<file path="src/logic/sb_config.svh">
`ifndef SB_CONFIG_SVH
`define SB_CONFIG_SVH

// architectural register file
`define SB_NUM_REGS 32
`define SB_REG_AW   5

// data and immediate width
`define SB_XLEN     32

// 4-bit unit op code with the alu immediate flag on top
`define SB_OP_W     5

`endif

</file>
<file path="src/logic/sb_pkg.sv">
package sb_pkg;

    // unit tags, FU_NONE doubles as "no producer" and "no pick"
    typedef enum logic [1:0] {
        FU_NONE = 2'd0,
        FU_ALU  = 2'd1,
        FU_MEM  = 2'd2,
        FU_MUL  = 2'd3
    } fu_id_e;

    typedef enum logic [6:0] {
        OP_R     = 7'b0110011,
        OP_IMM   = 7'b0010011,
        OP_LOAD  = 7'b0000011,
        OP_STORE = 7'b0100011,
        OP_LUI   = 7'b0110111
    } opcode_e;

    typedef enum logic [3:0] {
        ALU_ADD, ALU_SUB, ALU_SLL, ALU_SLT, ALU_SLTU, ALU_XOR,
        ALU_SRL, ALU_SRA, ALU_OR, ALU_AND, ALU_LUI
    } alu_op_e;

    // bit 0 is write, bits 3:1 are funct3 width code
    typedef enum logic [3:0] {
        MEM_LB  = 4'b0000,
        MEM_LH  = 4'b0010,
        MEM_LW  = 4'b0100,
        MEM_LBU = 4'b1000,
        MEM_LHU = 4'b1010,
        MEM_SB  = 4'b0001,
        MEM_SH  = 4'b0011,
        MEM_SW  = 4'b0101
    } mem_op_e;

    typedef enum logic [3:0] {
        MUL_MUL, MUL_MULH, MUL_MULHSU, MUL_MULHU
    } mul_op_e;

    typedef enum logic [2:0] {
        IMM_NONE, IMM_I, IMM_S, IMM_U
    } imm_sel_e;

endpackage

</file>
<file path="src/logic/sb_ctrl_unit.sv">
`timescale 1ns/100ps
`include "sb_config.svh"

module sb_ctrl_unit import sb_pkg::*; (
    input  logic                  clk,
    input  logic                  rst,
    input  logic [`SB_XLEN-1:0]   inst,
    input  logic                  inst_valid,
    input  logic [`SB_XLEN-1:0]   imm,
    input  logic                  alu_done,
    input  logic                  mem_done,
    input  logic                  mul_done,
    output logic                  inst_ready,
    output imm_sel_e              imm_sel,
    output logic                  alu_en,
    output logic                  mem_en,
    output logic                  mul_en,
    output alu_op_e               alu_op,
    output logic                  alu_use_imm,
    output logic                  mem_we,
    output logic [2:0]            mem_width,
    output mul_op_e               mul_op,
    output logic [`SB_REG_AW-1:0] rs1_sel,
    output logic [`SB_REG_AW-1:0] rs2_sel,
    output logic [`SB_XLEN-1:0]   imm_out,
    output logic                  reg_write,
    output logic [`SB_REG_AW-1:0] rd,
    output fu_id_e                write_sel
);
    fu_id_e                     dec_fu;
    logic [`SB_OP_W-1:0]        dec_op;
    logic [`SB_REG_AW-1:0]      dec_dst;
    logic [`SB_REG_AW-1:0]      dec_src1;
    logic [`SB_REG_AW-1:0]      dec_src2;
    logic                       known;
    fu_id_e                     fu1;
    fu_id_e                     fu2;
    logic                       dst_pending;
    logic                       unit_busy;
    logic                       issue_en;
    logic [3:1]                 busy;
    logic [3:1]                 rdy1;
    logic [3:1]                 rdy2;
    logic [3:1]                 done;
    logic [3:1][`SB_OP_W-1:0]   fu_op;
    logic [3:1][`SB_REG_AW-1:0] fu_dst;
    logic [3:1][`SB_REG_AW-1:0] fu_src1;
    logic [3:1][`SB_REG_AW-1:0] fu_src2;
    logic [3:1][`SB_XLEN-1:0]   fu_imm;
    fu_id_e                     ro_fu;
    fu_id_e                     wb_fu;

    sb_decoder u_dec (
        .inst(inst), .fu(dec_fu), .op(dec_op), .dst(dec_dst),
        .src1(dec_src1), .src2(dec_src2), .imm_sel(imm_sel), .known(known)
    );

    always_comb begin
        unit_busy = 1'b0;
        if (dec_fu != FU_NONE)
            unit_busy = busy[dec_fu];
    end

    // structural and waw stall, unknown words drain straight away
    assign inst_ready = !known || (!unit_busy && !dst_pending);
    assign issue_en   = inst_valid && inst_ready && known;

    sb_reg_status u_rrs (
        .clk(clk), .rst(rst),
        .set_en(issue_en), .set_reg(dec_dst), .set_fu(dec_fu),
        .clr_en(reg_write), .clr_reg(rd),
        .src1(dec_src1), .src2(dec_src2), .dst(dec_dst),
        .fu1(fu1), .fu2(fu2), .dst_pending(dst_pending)
    );

    sb_fu_status u_fus (
        .clk(clk), .rst(rst), .issue_en(issue_en), .issue_fu(dec_fu),
        .op(dec_op), .dst(dec_dst), .src1(dec_src1), .src2(dec_src2),
        .fu1(fu1), .fu2(fu2), .imm(imm), .ro_fu(ro_fu), .wb_fu(wb_fu),
        .alu_done(alu_done), .mem_done(mem_done), .mul_done(mul_done),
        .busy(busy), .rdy1(rdy1), .rdy2(rdy2), .done(done),
        .fu_op(fu_op), .fu_dst(fu_dst), .fu_src1(fu_src1), .fu_src2(fu_src2),
        .fu_imm(fu_imm)
    );

    sb_hazard_select u_hz (
        .busy(busy), .rdy1(rdy1), .rdy2(rdy2), .done(done),
        .dst(fu_dst), .src1(fu_src1), .src2(fu_src2),
        .ro_fu(ro_fu), .wb_fu(wb_fu)
    );

    // operand read and dispatch of the picked unit
    always_comb begin
        {alu_en, mem_en, mul_en} = 3'b000;
        alu_op      = ALU_ADD;
        alu_use_imm = 1'b0;
        mem_we      = 1'b0;
        mem_width   = 3'd0;
        mul_op      = MUL_MUL;
        rs1_sel     = '0;
        rs2_sel     = '0;
        imm_out     = '0;
        if (ro_fu != FU_NONE) begin
            rs1_sel = fu_src1[ro_fu];
            rs2_sel = fu_src2[ro_fu];
            imm_out = fu_imm[ro_fu];
        end
        case (ro_fu)
            FU_ALU: begin
                alu_en      = 1'b1;
                alu_op      = alu_op_e'(fu_op[FU_ALU][`SB_OP_W-2:0]);
                alu_use_imm = fu_op[FU_ALU][`SB_OP_W-1];
            end
            FU_MEM: begin
                mem_en    = 1'b1;
                mem_we    = fu_op[FU_MEM][0];
                mem_width = fu_op[FU_MEM][3:1];
            end
            FU_MUL: begin
                mul_en = 1'b1;
                mul_op = mul_op_e'(fu_op[FU_MUL][`SB_OP_W-2:0]);
            end
            default: ;
        endcase
    end

    // write-back
    always_comb begin
        rd = '0;
        if (wb_fu != FU_NONE)
            rd = fu_dst[wb_fu];
    end

    assign reg_write = wb_fu != FU_NONE;
    assign write_sel = wb_fu;

endmodule

</file>
<file path="src/logic/sb_decoder.sv">
`timescale 1ns/100ps
`include "sb_config.svh"

module sb_decoder import sb_pkg::*; (
    input  logic [`SB_XLEN-1:0]   inst,
    output fu_id_e                fu,
    output logic [`SB_OP_W-1:0]   op,
    output logic [`SB_REG_AW-1:0] dst,
    output logic [`SB_REG_AW-1:0] src1,
    output logic [`SB_REG_AW-1:0] src2,
    output imm_sel_e              imm_sel,
    output logic                  known
);
    logic [6:0]          funct7;
    logic [2:0]          funct3;
    logic                use_imm;   // alu immediate form
    logic [`SB_OP_W-2:0] code;
    logic                has_rd;
    logic                has_rs1;
    logic                has_rs2;

    function automatic alu_op_e alu_code(input logic [2:0] f3, input logic alt);
        case (f3)
            3'd0:    alu_code = alt ? ALU_SUB : ALU_ADD;
            3'd1:    alu_code = ALU_SLL;
            3'd2:    alu_code = ALU_SLT;
            3'd3:    alu_code = ALU_SLTU;
            3'd4:    alu_code = ALU_XOR;
            3'd5:    alu_code = alt ? ALU_SRA : ALU_SRL;
            3'd6:    alu_code = ALU_OR;
            default: alu_code = ALU_AND;
        endcase
    endfunction

    assign funct7 = inst[31:25];
    assign funct3 = inst[14:12];

    always_comb begin
        fu      = FU_NONE;
        code    = '0;
        use_imm = 1'b0;
        imm_sel = IMM_NONE;
        known   = 1'b0;
        has_rd  = 1'b0;
        has_rs1 = 1'b0;
        has_rs2 = 1'b0;
        case (inst[6:0])
            OP_R: begin
                {has_rd, has_rs1, has_rs2} = 3'b111;
                if (funct7 == 7'h01) begin
                    fu    = FU_MUL;
                    code  = {2'b00, funct3[1:0]};   // mul group lives in funct3 0..3
                    known = !funct3[2];
                end else begin
                    fu    = FU_ALU;
                    code  = alu_code(funct3, funct7[5]);
                    known = (funct7 == 7'h00) ||
                            (funct7 == 7'h20 && (funct3 == 3'd0 || funct3 == 3'd5));
                end
            end
            OP_IMM: begin
                {has_rd, has_rs1} = 2'b11;
                fu      = FU_ALU;
                use_imm = 1'b1;
                imm_sel = IMM_I;
                code    = alu_code(funct3, funct3 == 3'd5 && funct7[5]);
                // shift amounts only allow funct7 of 0, or 0x20 for srai
                if (funct3 == 3'd1)
                    known = funct7 == 7'h00;
                else if (funct3 == 3'd5)
                    known = funct7 == 7'h00 || funct7 == 7'h20;
                else
                    known = 1'b1;
            end
            OP_LOAD: begin
                {has_rd, has_rs1} = 2'b11;
                fu      = FU_MEM;
                imm_sel = IMM_I;
                code    = {funct3, 1'b0};
                known   = funct3 != 3'd3 && funct3[2:1] != 2'b11;
            end
            OP_STORE: begin
                {has_rs1, has_rs2} = 2'b11;
                fu      = FU_MEM;
                imm_sel = IMM_S;
                code    = {funct3, 1'b1};
                known   = !funct3[2] && funct3 != 3'd3;
            end
            OP_LUI: begin
                has_rd  = 1'b1;
                fu      = FU_ALU;
                use_imm = 1'b1;
                imm_sel = IMM_U;
                code    = ALU_LUI;
                known   = 1'b1;
            end
            default: ;
        endcase
        if (!known) begin   // dropped instruction, nothing reaches the tables
            fu      = FU_NONE;
            code    = '0;
            use_imm = 1'b0;
            imm_sel = IMM_NONE;
            {has_rd, has_rs1, has_rs2} = 3'b000;
        end
    end

    assign op   = {use_imm, code};
    assign dst  = has_rd  ? inst[11:7]  : '0;
    assign src1 = has_rs1 ? inst[19:15] : '0;
    assign src2 = has_rs2 ? inst[24:20] : '0;

endmodule

</file>
<file path="src/logic/sb_fu_status.sv">
`timescale 1ns/100ps
`include "sb_config.svh"

module sb_fu_status import sb_pkg::*; (
    input  logic                           clk,
    input  logic                           rst,
    input  logic                           issue_en,
    input  fu_id_e                         issue_fu,
    input  logic [`SB_OP_W-1:0]            op,
    input  logic [`SB_REG_AW-1:0]          dst,
    input  logic [`SB_REG_AW-1:0]          src1,
    input  logic [`SB_REG_AW-1:0]          src2,
    input  fu_id_e                         fu1,
    input  fu_id_e                         fu2,
    input  logic [`SB_XLEN-1:0]            imm,
    input  fu_id_e                         ro_fu,
    input  fu_id_e                         wb_fu,
    input  logic                           alu_done,
    input  logic                           mem_done,
    input  logic                           mul_done,
    output logic [3:1]                     busy,
    output logic [3:1]                     rdy1,
    output logic [3:1]                     rdy2,
    output logic [3:1]                     done,
    output logic [3:1][`SB_OP_W-1:0]       fu_op,
    output logic [3:1][`SB_REG_AW-1:0]     fu_dst,
    output logic [3:1][`SB_REG_AW-1:0]     fu_src1,
    output logic [3:1][`SB_REG_AW-1:0]     fu_src2,
    output logic [3:1][`SB_XLEN-1:0]       fu_imm
);
    fu_id_e     tag1 [1:3];   // producer still owed, FU_NONE once woken
    fu_id_e     tag2 [1:3];
    logic [3:1] done_in;
    logic       wake1;
    logic       wake2;

    assign done_in = {mul_done, mem_done, alu_done};

    // a producer writing back on the issue edge counts as already done
    assign wake1 = fu1 == FU_NONE || fu1 == wb_fu;
    assign wake2 = fu2 == FU_NONE || fu2 == wb_fu;

    always_ff @(posedge clk or posedge rst) begin
        if (rst) begin
            busy <= '0;
            rdy1 <= '0;
            rdy2 <= '0;
            done <= '0;
            for (int u = 1; u <= 3; u++) begin
                tag1[u] <= FU_NONE;
                tag2[u] <= FU_NONE;
            end
        end else begin
            for (int u = 1; u <= 3; u++) begin
                if (ro_fu == fu_id_e'(u)) begin   // operands read this cycle
                    rdy1[u] <= 1'b0;
                    rdy2[u] <= 1'b0;
                end
                if (wb_fu != FU_NONE && tag1[u] == wb_fu) begin
                    rdy1[u] <= 1'b1;
                    tag1[u] <= FU_NONE;
                end
                if (wb_fu != FU_NONE && tag2[u] == wb_fu) begin
                    rdy2[u] <= 1'b1;
                    tag2[u] <= FU_NONE;
                end
                if (done_in[u])
                    done[u] <= 1'b1;
                if (wb_fu == fu_id_e'(u)) begin
                    busy[u] <= 1'b0;
                    done[u] <= 1'b0;
                end
                if (issue_en && issue_fu == fu_id_e'(u)) begin
                    busy[u] <= 1'b1;
                    done[u] <= 1'b0;
                    rdy1[u] <= wake1;
                    rdy2[u] <= wake2;
                    tag1[u] <= wake1 ? FU_NONE : fu1;
                    tag2[u] <= wake2 ? FU_NONE : fu2;
                end
            end
        end
    end

    // payload, only meaningful while busy
    always_ff @(posedge clk) begin
        for (int u = 1; u <= 3; u++) begin
            if (issue_en && issue_fu == fu_id_e'(u)) begin
                fu_op[u]   <= op;
                fu_dst[u]  <= dst;
                fu_src1[u] <= src1;
                fu_src2[u] <= src2;
                fu_imm[u]  <= imm;
            end
        end
    end

endmodule

</file>
<file path="src/logic/sb_hazard_select.sv">
`timescale 1ns/100ps
`include "sb_config.svh"

module sb_hazard_select import sb_pkg::*; (
    input  logic [3:1]                 busy,
    input  logic [3:1]                 rdy1,
    input  logic [3:1]                 rdy2,
    input  logic [3:1]                 done,
    input  logic [3:1][`SB_REG_AW-1:0] dst,
    input  logic [3:1][`SB_REG_AW-1:0] src1,
    input  logic [3:1][`SB_REG_AW-1:0] src2,
    output fu_id_e                     ro_fu,
    output fu_id_e                     wb_fu
);
    logic [3:1] war_ok;   // nobody still has to read this unit's dst
    logic [3:1] ro_req;
    logic [3:1] wb_req;

    // a reader with its ready flag up has not fetched the old value yet
    always_comb begin
        for (int u = 1; u <= 3; u++) begin
            war_ok[u] = 1'b1;
            for (int v = 1; v <= 3; v++) begin
                if (v != u && busy[v] && dst[u] != '0 &&
                    ((rdy1[v] && src1[v] == dst[u]) ||
                     (rdy2[v] && src2[v] == dst[u])))
                    war_ok[u] = 1'b0;
            end
        end
    end

    assign ro_req = busy & rdy1 & rdy2;
    assign wb_req = done & war_ok;

    // walk from mul down so alu ends up on top
    always_comb begin
        ro_fu = FU_NONE;
        wb_fu = FU_NONE;
        for (int u = 3; u >= 1; u--) begin
            if (ro_req[u])
                ro_fu = fu_id_e'(u);
            if (wb_req[u])
                wb_fu = fu_id_e'(u);
        end
    end

endmodule

</file>
<file path="src/logic/sb_reg_status.sv">
`timescale 1ns/100ps
`include "sb_config.svh"

module sb_reg_status import sb_pkg::*; (
    input  logic                  clk,
    input  logic                  rst,
    input  logic                  set_en,
    input  logic [`SB_REG_AW-1:0] set_reg,
    input  fu_id_e                set_fu,
    input  logic                  clr_en,
    input  logic [`SB_REG_AW-1:0] clr_reg,
    input  logic [`SB_REG_AW-1:0] src1,
    input  logic [`SB_REG_AW-1:0] src2,
    input  logic [`SB_REG_AW-1:0] dst,
    output fu_id_e                fu1,
    output fu_id_e                fu2,
    output logic                  dst_pending
);
    fu_id_e rrs [`SB_NUM_REGS];   // pending writer per register

    always_ff @(posedge clk or posedge rst) begin
        if (rst) begin
            for (int r = 0; r < `SB_NUM_REGS; r++)
                rrs[r] <= FU_NONE;
        end else begin
            if (clr_en)
                rrs[clr_reg] <= FU_NONE;
            // later assignment, so a same-edge set overrides the clear
            if (set_en && set_reg != '0)
                rrs[set_reg] <= set_fu;
        end
    end

    // x0 is never recorded so it always reads as free
    assign fu1         = rrs[src1];
    assign fu2         = rrs[src2];
    assign dst_pending = rrs[dst] != FU_NONE;

endmodule

</file>
<file path="config.mk">
export PLATFORM = sky130hd
export DESIGN_NAME = sb_ctrl_unit
export DESIGN_NICKNAME = d
export VERILOG_FILES = /design/src/logic/sb_pkg.sv /design/src/logic/sb_ctrl_unit.sv /design/src/logic/sb_decoder.sv /design/src/logic/sb_fu_status.sv /design/src/logic/sb_hazard_select.sv /design/src/logic/sb_reg_status.sv
export VERILOG_INCLUDE_DIRS = /design/src /design/src/logic
export SDC_FILE = /design/constraint.sdc
export NUM_CORES = 1
export LEC_CHECK = 0
export ABC_CLOCK_PERIOD_IN_PS = 17500
export BUFFER_PORTS_ARGS = -buffer_cell sky130_fd_sc_hd__buf_2
export CAP_MARGIN = 5
export CORE_UTILIZATION = 40
export CTS_BUF_LIST = sky130_fd_sc_hd__clkbuf_4
export DETAILED_ROUTE_END_ITERATION = 6
export MAX_ROUTING_LAYER = met4
export PLACE_DENSITY = 0.61
export RECOVER_POWER = 100
export SLEW_MARGIN = 10
export SYNTH_ARGS = -nofsm -noshare
export SYNTH_HDL_FRONTEND = slang
export SYNTH_HIERARCHICAL = 1
export SYNTH_SLANG_ARGS = --single-unit
</file>
<file path="constraint.sdc">
create_clock -name clk -period 17.5 [get_ports clk]
set_input_delay 3.5 -clock clk [delete_from_list [all_inputs] [get_ports clk]]
set_output_delay 3.5 -clock clk [all_outputs]
set_load 0.05 [all_outputs]
</file>
* Word level (Yosys, flattened, before mapping) *
Index checks and enable logic that the tools add are counted.

word-level totals
  flip-flop bits (word level) = 242
  output and inout bits = 70
  input port bits = 70
  logic and storage cells = 346

operators by class
  mux-type cells = 124
  equal/unequal tests = 44
  magnitude comparators = 9
  bitwise logic cells = 9
  reductions and logical operators = 95

operators with widths
  cell                  number
  $mux W64              2
  $and A64 B64 Y64      1
  $bmux W32 S2          1
  $bwmux W64            1
  $mux W32              2
  $not A64 Y64          1
  $mux W2               31
  $eq A5 B5 Y1          12
  $mux W1               58
  $pmux W4 S7           2
  $mux W5               9
  $logic_and A1 B1 Y1   43
  $bmux W2 S5           3
  $bmux W5 S2           3
  $eq A7 B6 Y1 const B  4
  $reduce_bool A3 Y1    9
  $reduce_bool A2 Y1    13
  $ge A6 B6 Y1 const B  4
  $not A5 Y6            4
  $demux W2 S5          2
  $pmux W4 S5           1
  $reduce_bool A5 Y1    4
  $eq A2 B2 Y1          8
  $mux W4               4
  24 further kinds      59

* Depth between registers and ports, before layout *
  word-level depth = 23
  gate-level depth with buffers = 21
  mapped depth without buffers = 17

* Modules after synthesis *
The synthesis kept the hierarchy.

by module, submodules not included
  module            sequential area each (um2)  instances  cells each  area each (um2)
  sb_fu_status      5285.1                      1          289         5929.4
  sb_reg_status     1601.5                      1          400         4231.6
  sb_ctrl_unit      0.0                         1          135         1244.9
  sb_hazard_select  0.0                         1          126         908.4
  sb_decoder        0.0                         1          86          545.5

* Worst setup path before layout *
Ideal clock, no wire load.

  kind = input to output
  from = input inst[26]
  to = output inst_ready
  stages on the path = 12
  slack = 5.396 ns
  path buffers = 2
  arrival = 8.604 ns
  required time = 14.000 ns
  path through = or4_4 > or4_1 > a211o_1 > o211a_2 > nor2b_1 > buf_2 > clkbuf_1 > a211oi_1 > nor4_1 > nor3b_1 > or4_1 > o311ai_0

on the way
  cells in the longest elaborated chain, start to end = 15
  elaborated cells on any way between the ends = 29
  classes of those cells = eq/ne: 2; mux: 15; bitwise: 1; reduce/logical: 11

RTL lines
  item                                                              RTL line                            text
  from (decl)                                                       sb_ctrl_unit.sv:7                   input logic [`SB_XLEN-1:0] inst,
  $eq A7 B6 Y1 / $logic_not A7 Y1 (equally long branches)           -
  $logic_or A1 B1 Y1 / $logic_and A1 B1 Y1 (equally long branches)  sb_decoder.sv:71, sb_decoder.sv:58
  $mux W1 / $logic_or A1 B1 Y1 (equally long branches)              sb_decoder.sv:70, sb_decoder.sv:57
  $mux W1 (on tied branches)                                        sb_decoder.sv:68, sb_decoder.sv:50
  $pmux W1 S5 *                                                     sb_decoder.sv:47                    case (inst[6:0])
  $mux W1 *                                                         sb_decoder.sv:99                    if (!known) begin
  $mux W5 *                                                         sb_decoder.sv:109                   assign dst = has_rd ? inst[11:7] : '0;
  net dec_dst[1]                                                    sb_ctrl_unit.sv:32                  logic [`SB_REG_AW-1:0] dec_dst;
  $not A5 Y6 (not written as such) *                                sb_reg_status.sv:37                 assign dst_pending = rrs[dst] != FU_NONE;
  $bmux W2 S5 *                                                     sb_reg_status.sv:37
  $mux W2 (not written as such) * (2 in a row)                      sb_reg_status.sv:37
  $reduce_bool A2 Y1 *                                              sb_reg_status.sv:37
  net dst_pending                                                   sb_ctrl_unit.sv:38                  logic dst_pending;
  $logic_not A1 Y1 *                                                sb_ctrl_unit.sv:65                  assign inst_ready = !known || (!unit_busy && !dst_pending);
  $logic_and A1 B1 Y1 *                                             sb_ctrl_unit.sv:65
  $logic_or A1 B1 Y1 *                                              sb_ctrl_unit.sv:65
  to (decl)                                                         sb_ctrl_unit.sv:13                  output logic inst_ready,

Mark *: on every way through the listed nets, which the timed path passes. The rest lies on a longest branch. The select of a mux whose other input is x is not followed.

* Worst setup path after layout *
Same ends and word-level chain as after synthesis.

==> metrics.md <==
| Metric | Value |
|---|---|
| Later-pin clock latency in the skew report | `between 0.6 and 0.7 ns` |
| Max capacitance violation total | `7` |
| Result of the run | `finished with violations` |
| Critical path class | `in -> out` |
| Worst clock skew | `0.0447 ns` |
| Final number of hold-violating endpoints | `0` |
| Via count of the routed design | `9,614` |
| First-pass iteration count of the detailed router | `5` |
| CTS max path bufs | `3` |
| CP Cell Sequence | `clkbuf_1, or4_1, or4_1, a211o_1, o211a_2, nor2b_2, clkbuf_1, a2111oi_0, nor4_1, nor3b_1, or4_1, a211o_1, o311ai_0, clkbuf_1` |
| DR WL/cell | `~22 um` |
| Global route total overflow | `0` |
| Cell with the largest stage delay on the worst path | `sky130_fd_sc_hd__clkbuf_1` |
| Kind of cell with the highest combined delay on the critical path | `simple AND/OR/NAND/NOR gates` |
| I/O Pins | `140` |
| Fraction of power spent switching nets | `33.7%` |
| CTS H-tree depth | `3` |
| Post-CTS Setup Repair Bufs | `0` |
| Die H | `~180 um` |
| Maximum frequency from static timing analysis | `82.1 MHz` |
| Core region area | `0.0316 mm2` |
| Post-Syn Area | `about 0.013 mm2` |
| Share of the core filled with cells in the final layout | `approximately 46%` |
| Maximum number of pins on one net before global-route repair | `between 60 and 70` |
| Failing checks | `capacitance limit, slew limit` |
| Routed Antenna Nets | `0` |
| Worst path required time | `14.00 ns` |
| Clock tree from TritonCTS | `done` |
| Critical path data arrival time | `around 8.7 ns` |
| Tightest Pin Transition | `roughly 3.6 ns` |
| Initial cell density of the core | `40.6%` |
| Post-route minimum period | `12.19 ns` |
| Root buffer cell | `sky130_fd_sc_hd__clkbuf_4` |
| Number of gates given a new drive strength after cts | `0` |
| Number of pins exceeding their max-slew limit in the final report | `350` |
| Type of element capturing the critical path | `output pin` |
| Vias in the first global route | `9,691` |
| Peak VDD IR | `between 0.07 and 0.08 mV` |
| Fraction of final layout cells with drive strength greater than 1 | `between 20% and 30%` |
| Number of standard cells after synthesis | `1,034` |
| Combined area of the multi-input logic cells | `0.00545 mm2` |
| Portion of total power attributed to sequential cells | `between 40% and 50%` |
| Worst setup margin | `between 5 and 6 ns` |
| Port Buf Inserts | `~140` |
| RSZ-0062 raised after global routing | `false` |
| Routed Wire Length | `36.1 mm` |
| Antenna violations before repair | `1` |
| Most common cell after layout, fill and taps aside | `sky130_fd_sc_hd__edfxtp_1` |
| Via count normalized by instance count | `about 5.9` |
| Wire length of the first global-routing pass | `55.7 mm` |
| Crit-path max cell delay | `1.01 ns` |
| Internal power | `just under 1000 uW` |
| DP HPWL | `roughly 23 mm` |
| Combined buffer and inverter count along the critical path | `3` |
| Iteration-0 DRC Markers | `876` |
| Kind of start point of the critical path | `primary input` |
| Total clock buffers created by CTS | `66` |
| Number of nets at the end of the flow | `between 1,000 and 1,500` |
| Static power due to leakage | `roughly 0.0052 uW` |
| Routability congestion estimate | `between 0.9 and 1` |
| Net switching component of the power | `roughly 490 uW` |
| Reg clk slew, reported paths | `around 0.060 ns` |
| Share of power burned in combinational logic | `between 20% and 30%` |
| Max transition margin | `-140%` |
| Placement Setup Slack | `6.33 ns` |
| Yosys warns | `6` |
| Accumulated negative setup slack | `0 ns` |
| Total GRT Usage | `22.7%` |
| Class of the tightest hold or removal check | `reg -> reg` |
| Die Wd | `roughly 180 um` |
| Most used cells in the layout excluding fill and tap cells | `sky130_fd_sc_hd__edfxtp_1 (154), sky130_fd_sc_hd__a22o_1 (93), sky130_fd_sc_hd__clkbuf_4 (93), sky130_fd_sc_hd__clkbuf_1 (93), sky130_fd_sc_hd__nor2_1 (91)` |
| Fraction of power consumed by the clock network | `roughly a third` |
| Signed area change from the synthesized netlist to the final layout | `12.2%` |
| Sequential cell area in the final layout | `just under 0.007 mm2` |
| Floorplan row count | `65` |
| DRC errors left | `0` |
| Net count after synthesis | `between 1,000 and 1,500` |
| Layout filler cell count | `roughly 3,000` |
| Period utilisation layout | `a little over two thirds` |
| Total clock sinks | `242` |
| Setup-failing EPs final | `0` |
| Mean instance size in the synthesized netlist | `approximately 12 um2` |
| Count of hold-fix buffers inserted at cts | `0` |
| CP max FO | `35` |
| Total die area | `0.0327 mm2` |
| Pwr Density | `between 100 and 150 mW/mm2` |
==> stage by stage <==
step                      total power [uW]  instances  cell area, um2  hold WS [ns]
after detailed placement               968       1522           13700         0.522
after floorplan                        853       1034           12800         0.485
after global placement                 968       1522           13700         0.510
after CTS                             1490       1630           14600         0.535
final                                 1470       1633           14400         0.537
after global routing                  1530       1633           14400         0.561
==> worst register-to-register path: stages (launching register included) <==
cell,delay (ns)
sky130_fd_sc_hd__dfrtp_1,0.43
sky130_fd_sc_hd__or3b_2,0.49
sky130_fd_sc_hd__o311ai_0,0.11
sky130_fd_sc_hd__o311a_1,0.23
sky130_fd_sc_hd__nor3_1,0.05
sky130_fd_sc_hd__or4_1,0.60
sky130_fd_sc_hd__nand3b_1,0.20
sky130_fd_sc_hd__a211oi_1,0.83
sky130_fd_sc_hd__nand3_1,0.54
sky130_fd_sc_hd__clkinv_1,0.12
sky130_fd_sc_hd__clkbuf_1,2.45
sky130_fd_sc_hd__a22oi_1,0.41
==> state kept, by name, summed over array words and instances (netlist names) <==
signal         count
u_fus/fu_imm      96
u_rrs/rrs         64
u_fus/fu_dst      15
u_fus/fu_src1     15
u_fus/fu_src2     15
u_fus/fu_op       13
u_fus/tag1         6
u_fus/tag2         6
u_fus/busy         3
u_fus/done         3
u_fus/rdy1         3
u_fus/rdy2         3
==> layout make-up <==
class                   count  area share (%)
repair buffers            156            4.73
multi-input cells         703            37.9
inverters                  19           0.523
well taps                 402            3.50
flip-flops and latches    242            47.5
clock buffers              93            4.86
clock inverters            15           0.880
diodes                      3          0.0523
==> path summary, 6_finish.rpt <==
path | start | to | slack, ns | cells past startpoint
worst max-delay path | inst[26] | inst_ready | 5.31 | 14
worst min-delay path | u_fus/tag2[2] | u_fus/tag2[2] | 0.54 | 2
worst max register to register | u_rrs/rrs[1] | u_fus/rdy1[3] | 10.77 | 11
worst min register to register | u_fus/tag2[2] | u_fus/tag2[2] | 0.54 | 2
max in group asynchronous | rst | u_rrs/rrs[63] | 11.21 | 3
min in group asynchronous | rst | u_fus/done[2] | 3.03 | 2
==> layer usage <==
layer | global-route usage, % | vias up | routed length, um
met1 | 28.8 | 4712 | 15100
met4 | 9.88 | 0 | 1350
met5 | - | - | 0
met3 | 4.21 | 107 | 2820
li1 | - | 4305 | -
met2 | 35.6 | 490 | 16800
==> power groups by stage <==
stage | clock network (uW) | logic, uW | registers, uW
final | 512 | 330 | 624
after global routing | 555 | 347 | 624
after CTS | 528 | 334 | 624
after detailed placement | 0 | 332 | 636
after global placement | 0 | 332 | 636
after floorplan | 0 | 222 | 631
(Power assumes the default switching activity.)
